===== config.mk =====
export PLATFORM = sky130hd
export DESIGN_NAME = usb_wake_top
export DESIGN_NICKNAME = d
export VERILOG_FILES = /design/src/usb_wake_pkg.sv /design/src/usb_wake_ctrl.sv /design/src/usb_wake_filter.sv /design/src/usb_wake_pullup_hold.sv /design/src/usb_wake_sync.sv /design/src/usb_wake_top.sv
export VERILOG_INCLUDE_DIRS = /design/src
export SDC_FILE = /design/constraint.sdc
export NUM_CORES = 1
export LEC_CHECK = 0
export BUFFER_PORTS_ARGS = -buffer_cell sky130_fd_sc_hd__buf_4
export CORE_MARGIN = 3
export CORE_UTILIZATION = 45
export DETAILED_ROUTE_END_ITERATION = 8
export HOLD_SLACK_MARGIN = 0.15
export PLACE_DENSITY = 0.72
export SYNTH_ARGS = -nofsm -noshare
export SYNTH_HDL_FRONTEND = slang
export SYNTH_SLANG_ARGS = --single-unit

===== constraint.sdc =====
create_clock -name clk_aon_i -period 2.03 [get_ports clk_aon_i]
set_clock_uncertainty 0.1 [all_clocks]
set_input_delay 0 -clock clk_aon_i [delete_from_list [all_inputs] [get_ports clk_aon_i]]
set_output_delay 0 -clock clk_aon_i [all_outputs]
set_load 0.01 [all_outputs]

===== src/usb_wake_defines.svh =====
`ifndef USB_WAKE_DEFINES_SVH
`define USB_WAKE_DEFINES_SVH

// Flops in each synchronizer chain that brings pins into the always-on domain
`define USB_WAKE_SYNC_STAGES 2

// Consecutive samples needed before line activity counts as an event
// At an always-on clock near 200 kHz this is about 20 us of activity
// It also gives the main controller time to see resume if it stayed awake
`define USB_WAKE_ACTIVITY_CYCLES 4

// Consecutive samples needed before SE0 or loss of VBUS sense counts
`define USB_WAKE_EVENT_CYCLES 3

`endif


===== src/usb_wake_pkg.sv =====
`default_nettype none

package usb_wake_pkg;

  // Detector state
  // In idle the controller owns the pull-ups, in active the detector holds them
  typedef enum logic [0:0] {
    WAKE_IDLE   = 1'b0,
    WAKE_ACTIVE = 1'b1
  } wake_state_e;

  // One sample of the bus pins and the VBUS sense input
  typedef struct packed {
    logic dp;
    logic dn;
    logic sense;
  } line_sample_t;

  // D+ and D- pull-up enables as one pair
  typedef struct packed {
    logic dp;
    logic dn;
  } pullup_pair_t;

endpackage

`default_nettype wire


===== src/usb_wake_ctrl.sv =====
`timescale 1ns/1ns
`default_nettype none

// Detector state machine with sticky event flags and the wake request
module usb_wake_ctrl import usb_wake_pkg::*; (
  input  wire logic clk_aon_i,
  input  wire logic rst_aon_ni,
  input  wire logic suspend_req_aon_i,
  input  wire logic wake_ack_aon_i,
  input  wire logic event_not_idle_i,
  input  wire logic event_bus_reset_i,
  input  wire logic event_sense_lost_i,
  output logic      active_o,
  output logic      wake_req_aon_o,
  output logic      bus_not_idle_aon_o,
  output logic      bus_reset_aon_o,
  output logic      sense_lost_aon_o
);

  wake_state_e state_d, state_q;
  logic        active;
  logic        not_idle_q, bus_reset_q, sense_lost_q, wake_req_q;

  // The controller hands over on a suspend request and takes back on acknowledge
  always_comb begin
    state_d = state_q;
    unique case (state_q)
      WAKE_IDLE: begin
        if (suspend_req_aon_i) begin
          state_d = WAKE_ACTIVE;
        end
      end
      WAKE_ACTIVE: begin
        if (wake_ack_aon_i) begin
          state_d = WAKE_IDLE;
        end
      end
    endcase
  end

  assign active = (state_q == WAKE_ACTIVE);

  // Flags collect events only while monitoring and are wiped in idle
  always_ff @(posedge clk_aon_i or negedge rst_aon_ni) begin
    if (!rst_aon_ni) begin
      state_q      <= WAKE_IDLE;
      not_idle_q   <= 1'b0;
      bus_reset_q  <= 1'b0;
      sense_lost_q <= 1'b0;
      wake_req_q   <= 1'b0;
    end else begin
      state_q      <= state_d;
      not_idle_q   <= active & (event_not_idle_i | not_idle_q);
      bus_reset_q  <= active & (event_bus_reset_i | bus_reset_q);
      sense_lost_q <= active & (event_sense_lost_i | sense_lost_q);
      // Any of the three events asks for power-up
      wake_req_q   <= active & (event_not_idle_i | event_bus_reset_i |
                                event_sense_lost_i | wake_req_q);
    end
  end

  assign active_o           = active;
  assign wake_req_aon_o     = wake_req_q;
  assign bus_not_idle_aon_o = not_idle_q;
  assign bus_reset_aon_o    = bus_reset_q;
  assign sense_lost_aon_o   = sense_lost_q;

endmodule

`default_nettype wire


===== src/usb_wake_filter.sv =====
`timescale 1ns/1ns
`default_nettype none

`include "usb_wake_defines.svh"

// Debounce filter for one synchronized condition
module usb_wake_filter #(
  parameter int unsigned cycles = `USB_WAKE_EVENT_CYCLES
) (
  input  wire logic clk_aon_i,
  input  wire logic rst_aon_ni,
  input  wire logic filter_i,
  output logic      filter_o
);

  // The counter saturates at cycles so it needs room for that value
  localparam int unsigned cnt_w = $clog2(cycles + 1);

  logic             prev_q;
  logic [cnt_w-1:0] count_d, count_q;
  logic             out_q;

  // Count consecutive samples that agree with the previous one
  // A change of the input starts the run again at one sample
  always_comb begin
    if (filter_i != prev_q) begin
      count_d = cnt_w'(1);
    end else if (count_q < cnt_w'(cycles)) begin
      count_d = count_q + cnt_w'(1);
    end else begin
      count_d = count_q;
    end
  end

  always_ff @(posedge clk_aon_i or negedge rst_aon_ni) begin
    if (!rst_aon_ni) begin
      prev_q  <= 1'b0;
      count_q <= '0;
      out_q   <= 1'b0;
    end else begin
      prev_q  <= filter_i;
      count_q <= count_d;
      // The output moves only on the edge that completes a full run
      if (count_d == cnt_w'(cycles)) begin
        out_q <= filter_i;
      end
    end
  end

  assign filter_o = out_q;

endmodule

`default_nettype wire


===== src/usb_wake_pullup_hold.sv =====
`timescale 1ns/1ns
`default_nettype none

// Pull-up enables for the pins, passed through or held during suspend
module usb_wake_pullup_hold import usb_wake_pkg::*; (
  input  wire logic         clk_aon_i,
  input  wire logic         rst_aon_ni,
  input  wire logic         active_i,
  input  wire pullup_pair_t pullup_en_i,
  input  wire pullup_pair_t pullup_en_sync_i,
  output pullup_pair_t      pullup_en_o
);

  // Last synchronized pair seen before the detector took over
  pullup_pair_t held_q;

  // Track the controller while idle and freeze once active
  always_ff @(posedge clk_aon_i or negedge rst_aon_ni) begin
    if (!rst_aon_ni) begin
      held_q <= '0;
    end else if (!active_i) begin
      held_q <= pullup_en_sync_i;
    end
  end

  // While idle the pins see the controller without any added latency
  // The held copy keeps the device attached once the controller sleeps
  always_comb begin
    if (active_i) begin
      pullup_en_o = held_q;
    end else begin
      pullup_en_o = pullup_en_i;
    end
  end

endmodule

`default_nettype wire


===== src/usb_wake_sync.sv =====
`timescale 1ns/1ns
`default_nettype none

`include "usb_wake_defines.svh"

// Flop chain that brings an asynchronous payload into the always-on domain
module usb_wake_sync #(
  parameter type payload_t = logic,
  parameter int unsigned stages = `USB_WAKE_SYNC_STAGES
) (
  input  wire logic     clk_aon_i,
  input  wire logic     rst_aon_ni,
  input  wire payload_t d_i,
  output payload_t      q_o
);

  // Stage 0 samples the pin, the last stage is the safe copy
  payload_t stage_q [stages];

  always_ff @(posedge clk_aon_i or negedge rst_aon_ni) begin
    if (!rst_aon_ni) begin
      for (int i = 0; i < stages; i++) begin
        stage_q[i] <= '0;
      end
    end else begin
      stage_q[0] <= d_i;
      // Each later stage takes the value of the one before it
      for (int i = 1; i < stages; i++) begin
        stage_q[i] <= stage_q[i-1];
      end
    end
  end

  assign q_o = stage_q[stages-1];

endmodule

`default_nettype wire


===== src/usb_wake_top.sv =====
`timescale 1ns/1ns
`default_nettype none

`include "usb_wake_defines.svh"

// Always-on USB wake detector
module usb_wake_top import usb_wake_pkg::*; (
  input  wire logic clk_aon_i,
  input  wire logic rst_aon_ni,
  // Bus pins and VBUS sense
  input  wire logic usb_dp_i,
  input  wire logic usb_dn_i,
  input  wire logic usb_sense_i,
  // Pull-up enables from the main controller
  input  wire logic usbdev_dppullup_en_i,
  input  wire logic usbdev_dnpullup_en_i,
  // Strobes from the controller, already in the always-on domain
  input  wire logic wake_ack_aon_i,
  input  wire logic suspend_req_aon_i,
  // Pull-up enables kept alive through low power
  output logic      usb_dppullup_en_o,
  output logic      usb_dnpullup_en_o,
  output logic      wake_req_aon_o,
  output logic      bus_not_idle_aon_o,
  output logic      bus_reset_aon_o,
  output logic      sense_lost_aon_o,
  output logic      wake_detect_active_aon_o
);

  line_sample_t line_raw, line_sync;
  pullup_pair_t pullup_raw, pullup_sync, pullup_out;
  logic         active;
  logic         not_idle_raw, se0_raw, sense_lost_raw;
  logic         event_not_idle, event_bus_reset, event_sense_lost;

  assign line_raw.dp    = usb_dp_i;
  assign line_raw.dn    = usb_dn_i;
  assign line_raw.sense = usb_sense_i;
  assign pullup_raw.dp  = usbdev_dppullup_en_i;
  assign pullup_raw.dn  = usbdev_dnpullup_en_i;

  usb_wake_sync #(.payload_t(line_sample_t)) u_line_sync (
    .clk_aon_i  (clk_aon_i),
    .rst_aon_ni (rst_aon_ni),
    .d_i        (line_raw),
    .q_o        (line_sync)
  );

  usb_wake_sync #(.payload_t(pullup_pair_t)) u_pullup_sync (
    .clk_aon_i  (clk_aon_i),
    .rst_aon_ni (rst_aon_ni),
    .d_i        (pullup_raw),
    .q_o        (pullup_sync)
  );

  // In suspend the device pull-ups set the line, so any difference is the host
  // That catches resume (K) and reset (SE0) and also copes with swapped pins
  assign not_idle_raw   = (line_sync.dp != pullup_out.dp) | (line_sync.dn != pullup_out.dn);
  assign se0_raw        = ~line_sync.dp & ~line_sync.dn;
  assign sense_lost_raw = ~line_sync.sense;

  usb_wake_filter #(.cycles(`USB_WAKE_ACTIVITY_CYCLES)) u_filter_activity (
    .clk_aon_i  (clk_aon_i),
    .rst_aon_ni (rst_aon_ni),
    .filter_i   (not_idle_raw),
    .filter_o   (event_not_idle)
  );

  usb_wake_filter #(.cycles(`USB_WAKE_EVENT_CYCLES)) u_filter_bus_reset (
    .clk_aon_i  (clk_aon_i),
    .rst_aon_ni (rst_aon_ni),
    .filter_i   (se0_raw),
    .filter_o   (event_bus_reset)
  );

  usb_wake_filter #(.cycles(`USB_WAKE_EVENT_CYCLES)) u_filter_sense (
    .clk_aon_i  (clk_aon_i),
    .rst_aon_ni (rst_aon_ni),
    .filter_i   (sense_lost_raw),
    .filter_o   (event_sense_lost)
  );

  usb_wake_ctrl u_ctrl (
    .clk_aon_i          (clk_aon_i),
    .rst_aon_ni         (rst_aon_ni),
    .suspend_req_aon_i  (suspend_req_aon_i),
    .wake_ack_aon_i     (wake_ack_aon_i),
    .event_not_idle_i   (event_not_idle),
    .event_bus_reset_i  (event_bus_reset),
    .event_sense_lost_i (event_sense_lost),
    .active_o           (active),
    .wake_req_aon_o     (wake_req_aon_o),
    .bus_not_idle_aon_o (bus_not_idle_aon_o),
    .bus_reset_aon_o    (bus_reset_aon_o),
    .sense_lost_aon_o   (sense_lost_aon_o)
  );

  usb_wake_pullup_hold u_pullup_hold (
    .clk_aon_i        (clk_aon_i),
    .rst_aon_ni       (rst_aon_ni),
    .active_i         (active),
    .pullup_en_i      (pullup_raw),
    .pullup_en_sync_i (pullup_sync),
    .pullup_en_o      (pullup_out)
  );

  assign usb_dppullup_en_o        = pullup_out.dp;
  assign usb_dnpullup_en_o        = pullup_out.dn;
  assign wake_detect_active_aon_o = active;

endmodule

`default_nettype wire

==> out/results.ini <==
[timing]
setup_violations=0
final.setup.tns_ns=0
rsz0062_at_grt=no
min_period_ns=1.65
hold_viol=0
max_slew.worst_pin.slew_ns=0.309
slew_violations=0
max_freq_mhz=607
slew_headroom_pct=79.2
final.setup.worst_slack_ns=0.383
fin_crit_sh_pct=81.1

[power_and_ir_drop]
finalPower_w=0.00138
peakVddDrop_mv=0.668
p_leak_nw=0.645
p_per_area_mw_per_mm2=982

[global_routing]
overflow=0
antenna_found_initial=0
grt_pass1_wl_mm=3.28
track_usage_pct=14.1
grt_max_degree=31
grt_pass1_vias=754

[critical_path]
worstPathCellList=mux2i_1, xnor2_1, or3_4, a21o_1
critPathMaxStageDelay_ns=0.44
cp_data_required_time_ns=2.14
reg2reg_depth=4
reg2reg_slack_ns=0.38
worstSetupEndpointType=register
crit_fanout=4
critPathSlowestCell=dfrtp_1
r2r_start=u_ctrl.active_o
worstSetupPathType=register to register
timing.rr.end=u_filter_activity.count_q[0]
critPathLaunchType=register
critical_path_arrival_ns=1.76

[hold_path]
hp-start=usb_dn_i
holdCritPathClass=input port to register
hold_end=u_line_sync.stage_q[4]
hold_path_depth=2

[cells_and_area]
synthToLayoutAreaGrowth_pct=28.8
n_fill_cell=183
nets=121
fin_cells=140
n_antenna_cell=0
layout-drive-gt1-share_pct=25.9

[job]
cap_violations=0

[routing]
wl_per_cell_um=12.9
via_per_inst=5.09
drcViolationCount=0
vias=712
dr.first_iter.drc_count=7
antenna_left=0
wl_mm=1.80
first_pass_iters=4

[cts]
clkTransAtPathRegs_ns=0.09
insertion_delay_ns=0.32
clockBufferDepth=2
cts_tree=done
cts-root-buf=clkbuf_4
clock_sinks=30
cts_made_buffers=5
cts_max_level=2
ctsResizeCount=0

[synth]
syn_area_per_cell_um2=13.8
ys_ff_latch=30
ys_types=21
ys_seq_area_share_pct=68.9
synth_nets=89
synth_cells=79
synthesis.area_mm2=0.00109
ys_warn_count=0

[placement]
post-place-ws_ns=0.391
placed_cells=122
place_congestion=0.713
portBuffers=15
dp_hpwl_mm=1.21

[floorplan]
die_x_um=55.2
die_height_um=55.2
dieArea_mm2=0.00305
core_mm2=0.00225
initial_core_util_pct=48.3
ios=16
fp-row-count=17

[outcome]
status=finished, final reports clean

per-layer routing:
layer  track usage [%]  vias to the layer above  wire, µm
met5                 0                        -         0
met4              7.29                        0        46
met3              6.78                        7       125
met2              22.3                       21       837
met1              15.8                      348       792
li1                  -                      336         -
worst max-delay path: cells and delay by family (launching register included):
kind	cells	cell delay [ns]
flip-flops	1	0.44
multiplexers	1	0.31
AO/OA/AOI/OAI	1	0.18
AND/OR/NAND/NOR	1	0.35
XOR/XNOR	1	0.15
power by group:
group	switching, W	total [W]	internal (W)
clock	0.000184	0.000352	0.000168
sequential	0.0000695	0.000745	0.000676
combinational	0.000127	0.000282	0.000155
total	0.000380	0.00138	0.000998
cell usage after synthesis:
library cell | number | area share, %
mux2i_1 | 3 | 2.8
buf_6 | 1 | 1.0
a21oi_1 | 6 | 2.8
nor3b_1 | 1 | 0.69
o311ai_0 | 1 | 0.80
mux2i_2 | 1 | 1.3
o21ai_0 | 4 | 1.8
dfrtp_1 | 30 | 69
inv_1 | 6 | 2.1
nand3b_1 | 2 | 1.4
xnor2_1 | 4 | 3.2
o41a_2 | 1 | 1.1
o21a_1 | 5 | 3.4
a21o_1 | 1 | 0.69
xor2_1 | 1 | 0.80
or3_4 | 1 | 1.0
a31oi_1 | 1 | 0.57
nand2_1 | 1 | 0.34
mux2_2 | 2 | 2.1
ha_1 | 1 | 1.1
nor2_1 | 6 | 2.1
timing repair:
| action | in CTS | in global routing |
|---|---|---|
| setup buffers | 0 | 0 |
| endpoints found under the hold margin | 37 | 0 |
| endpoints found under the setup margin | 0 | 0 |
| hold buffers | 10 | 0 |
through the flow:
| stage | util, % | hold slack (ns) | cell area [µm²] |
|---|---|---|---|
| after floorplan | - | -0.396 | 1090 |
| after global placement | 54.7 | -0.167 | 1230 |
| after detailed placement | 54.7 | -0.160 | 1230 |
| after CTS | 62.3 | 0.225 | 1400 |
| after global routing | 62.3 | 0.224 | 1400 |
| final | 62.3 | 0.239 | 1400 |
flip-flops by register name (all words and copies together), names as in the netlist, 2 cells and up:
signal and cells:
u_filter_bus_reset.count_q 2, u_pullup_sync.stage_q 2, u_line_sync.stage_q 3, u_filter_sense.count_q 2, u_pullup_hold.held_q 2, u_filter_activity.count_q 3
u_pullup_sync.q_o 2, u_line_sync.q_o 3
cell type report:
cell class,instances,area [µm²],area share [%]
clock buffers,7,55.1,3.92
clock inverters,1,5.00,0.357
inverters,6,22.5,1.60
multi-input cells,42,305,21.7
flip-flops and latches,30,751,53.5
well taps,28,35.0,2.50
repair buffers,26,230,16.4
placed cells by master (no fill, tap or decap):
master	n
dfrtp_1	30
buf_4	16
dlygate4sd3_1	9
inv_1	6
nor2_1	6
a21oi_1	6
o21a_1	5
clkbuf_4	5
xnor2_1	4
o21ai_0	4
mux2i_1	3
nand3b_1	2
mux2_2	2
mux2i_2	1
or3_4	1
xor2_1	1
a21o_1	1
o41a_2	1
nor3b_1	1
a31oi_1	1
o311ai_0	1
nand2_1	1
ha_1	1
clkinv_2	1
clkbuf_8	1
clkbuf_1	1
buf_12	1
how the worst max path moves through the flow:
stage,depth (start not counted),slack [ns],end,from
detailed placement,4,0.39,u_filter_activity.count_q[0],u_ctrl.active_o
CTS,4,0.37,u_filter_activity.count_q[0],u_ctrl.active_o
global placement,4,0.47,u_filter_activity.count_q[0],u_ctrl.active_o
finish,4,0.38,u_filter_activity.count_q[0],u_ctrl.active_o
global route,4,0.26,u_filter_activity.filter_o,u_ctrl.active_o
floorplan,5,0.38,u_filter_activity.count_q[0],u_ctrl.active_o
cell families after synthesis:
group	Yosys count	share of synthesized area (%)
AOI/OAI and AO/OA	19	11.3
and+or+nand+nor	11	5.51
DFF	30	68.9
buffers and inverters	7	3.10
muxes	6	6.08
adders and majority gates	1	1.15
xor gates and xnor gates	5	4.02
No activity file was read; power rests on OpenSTA's default activity.
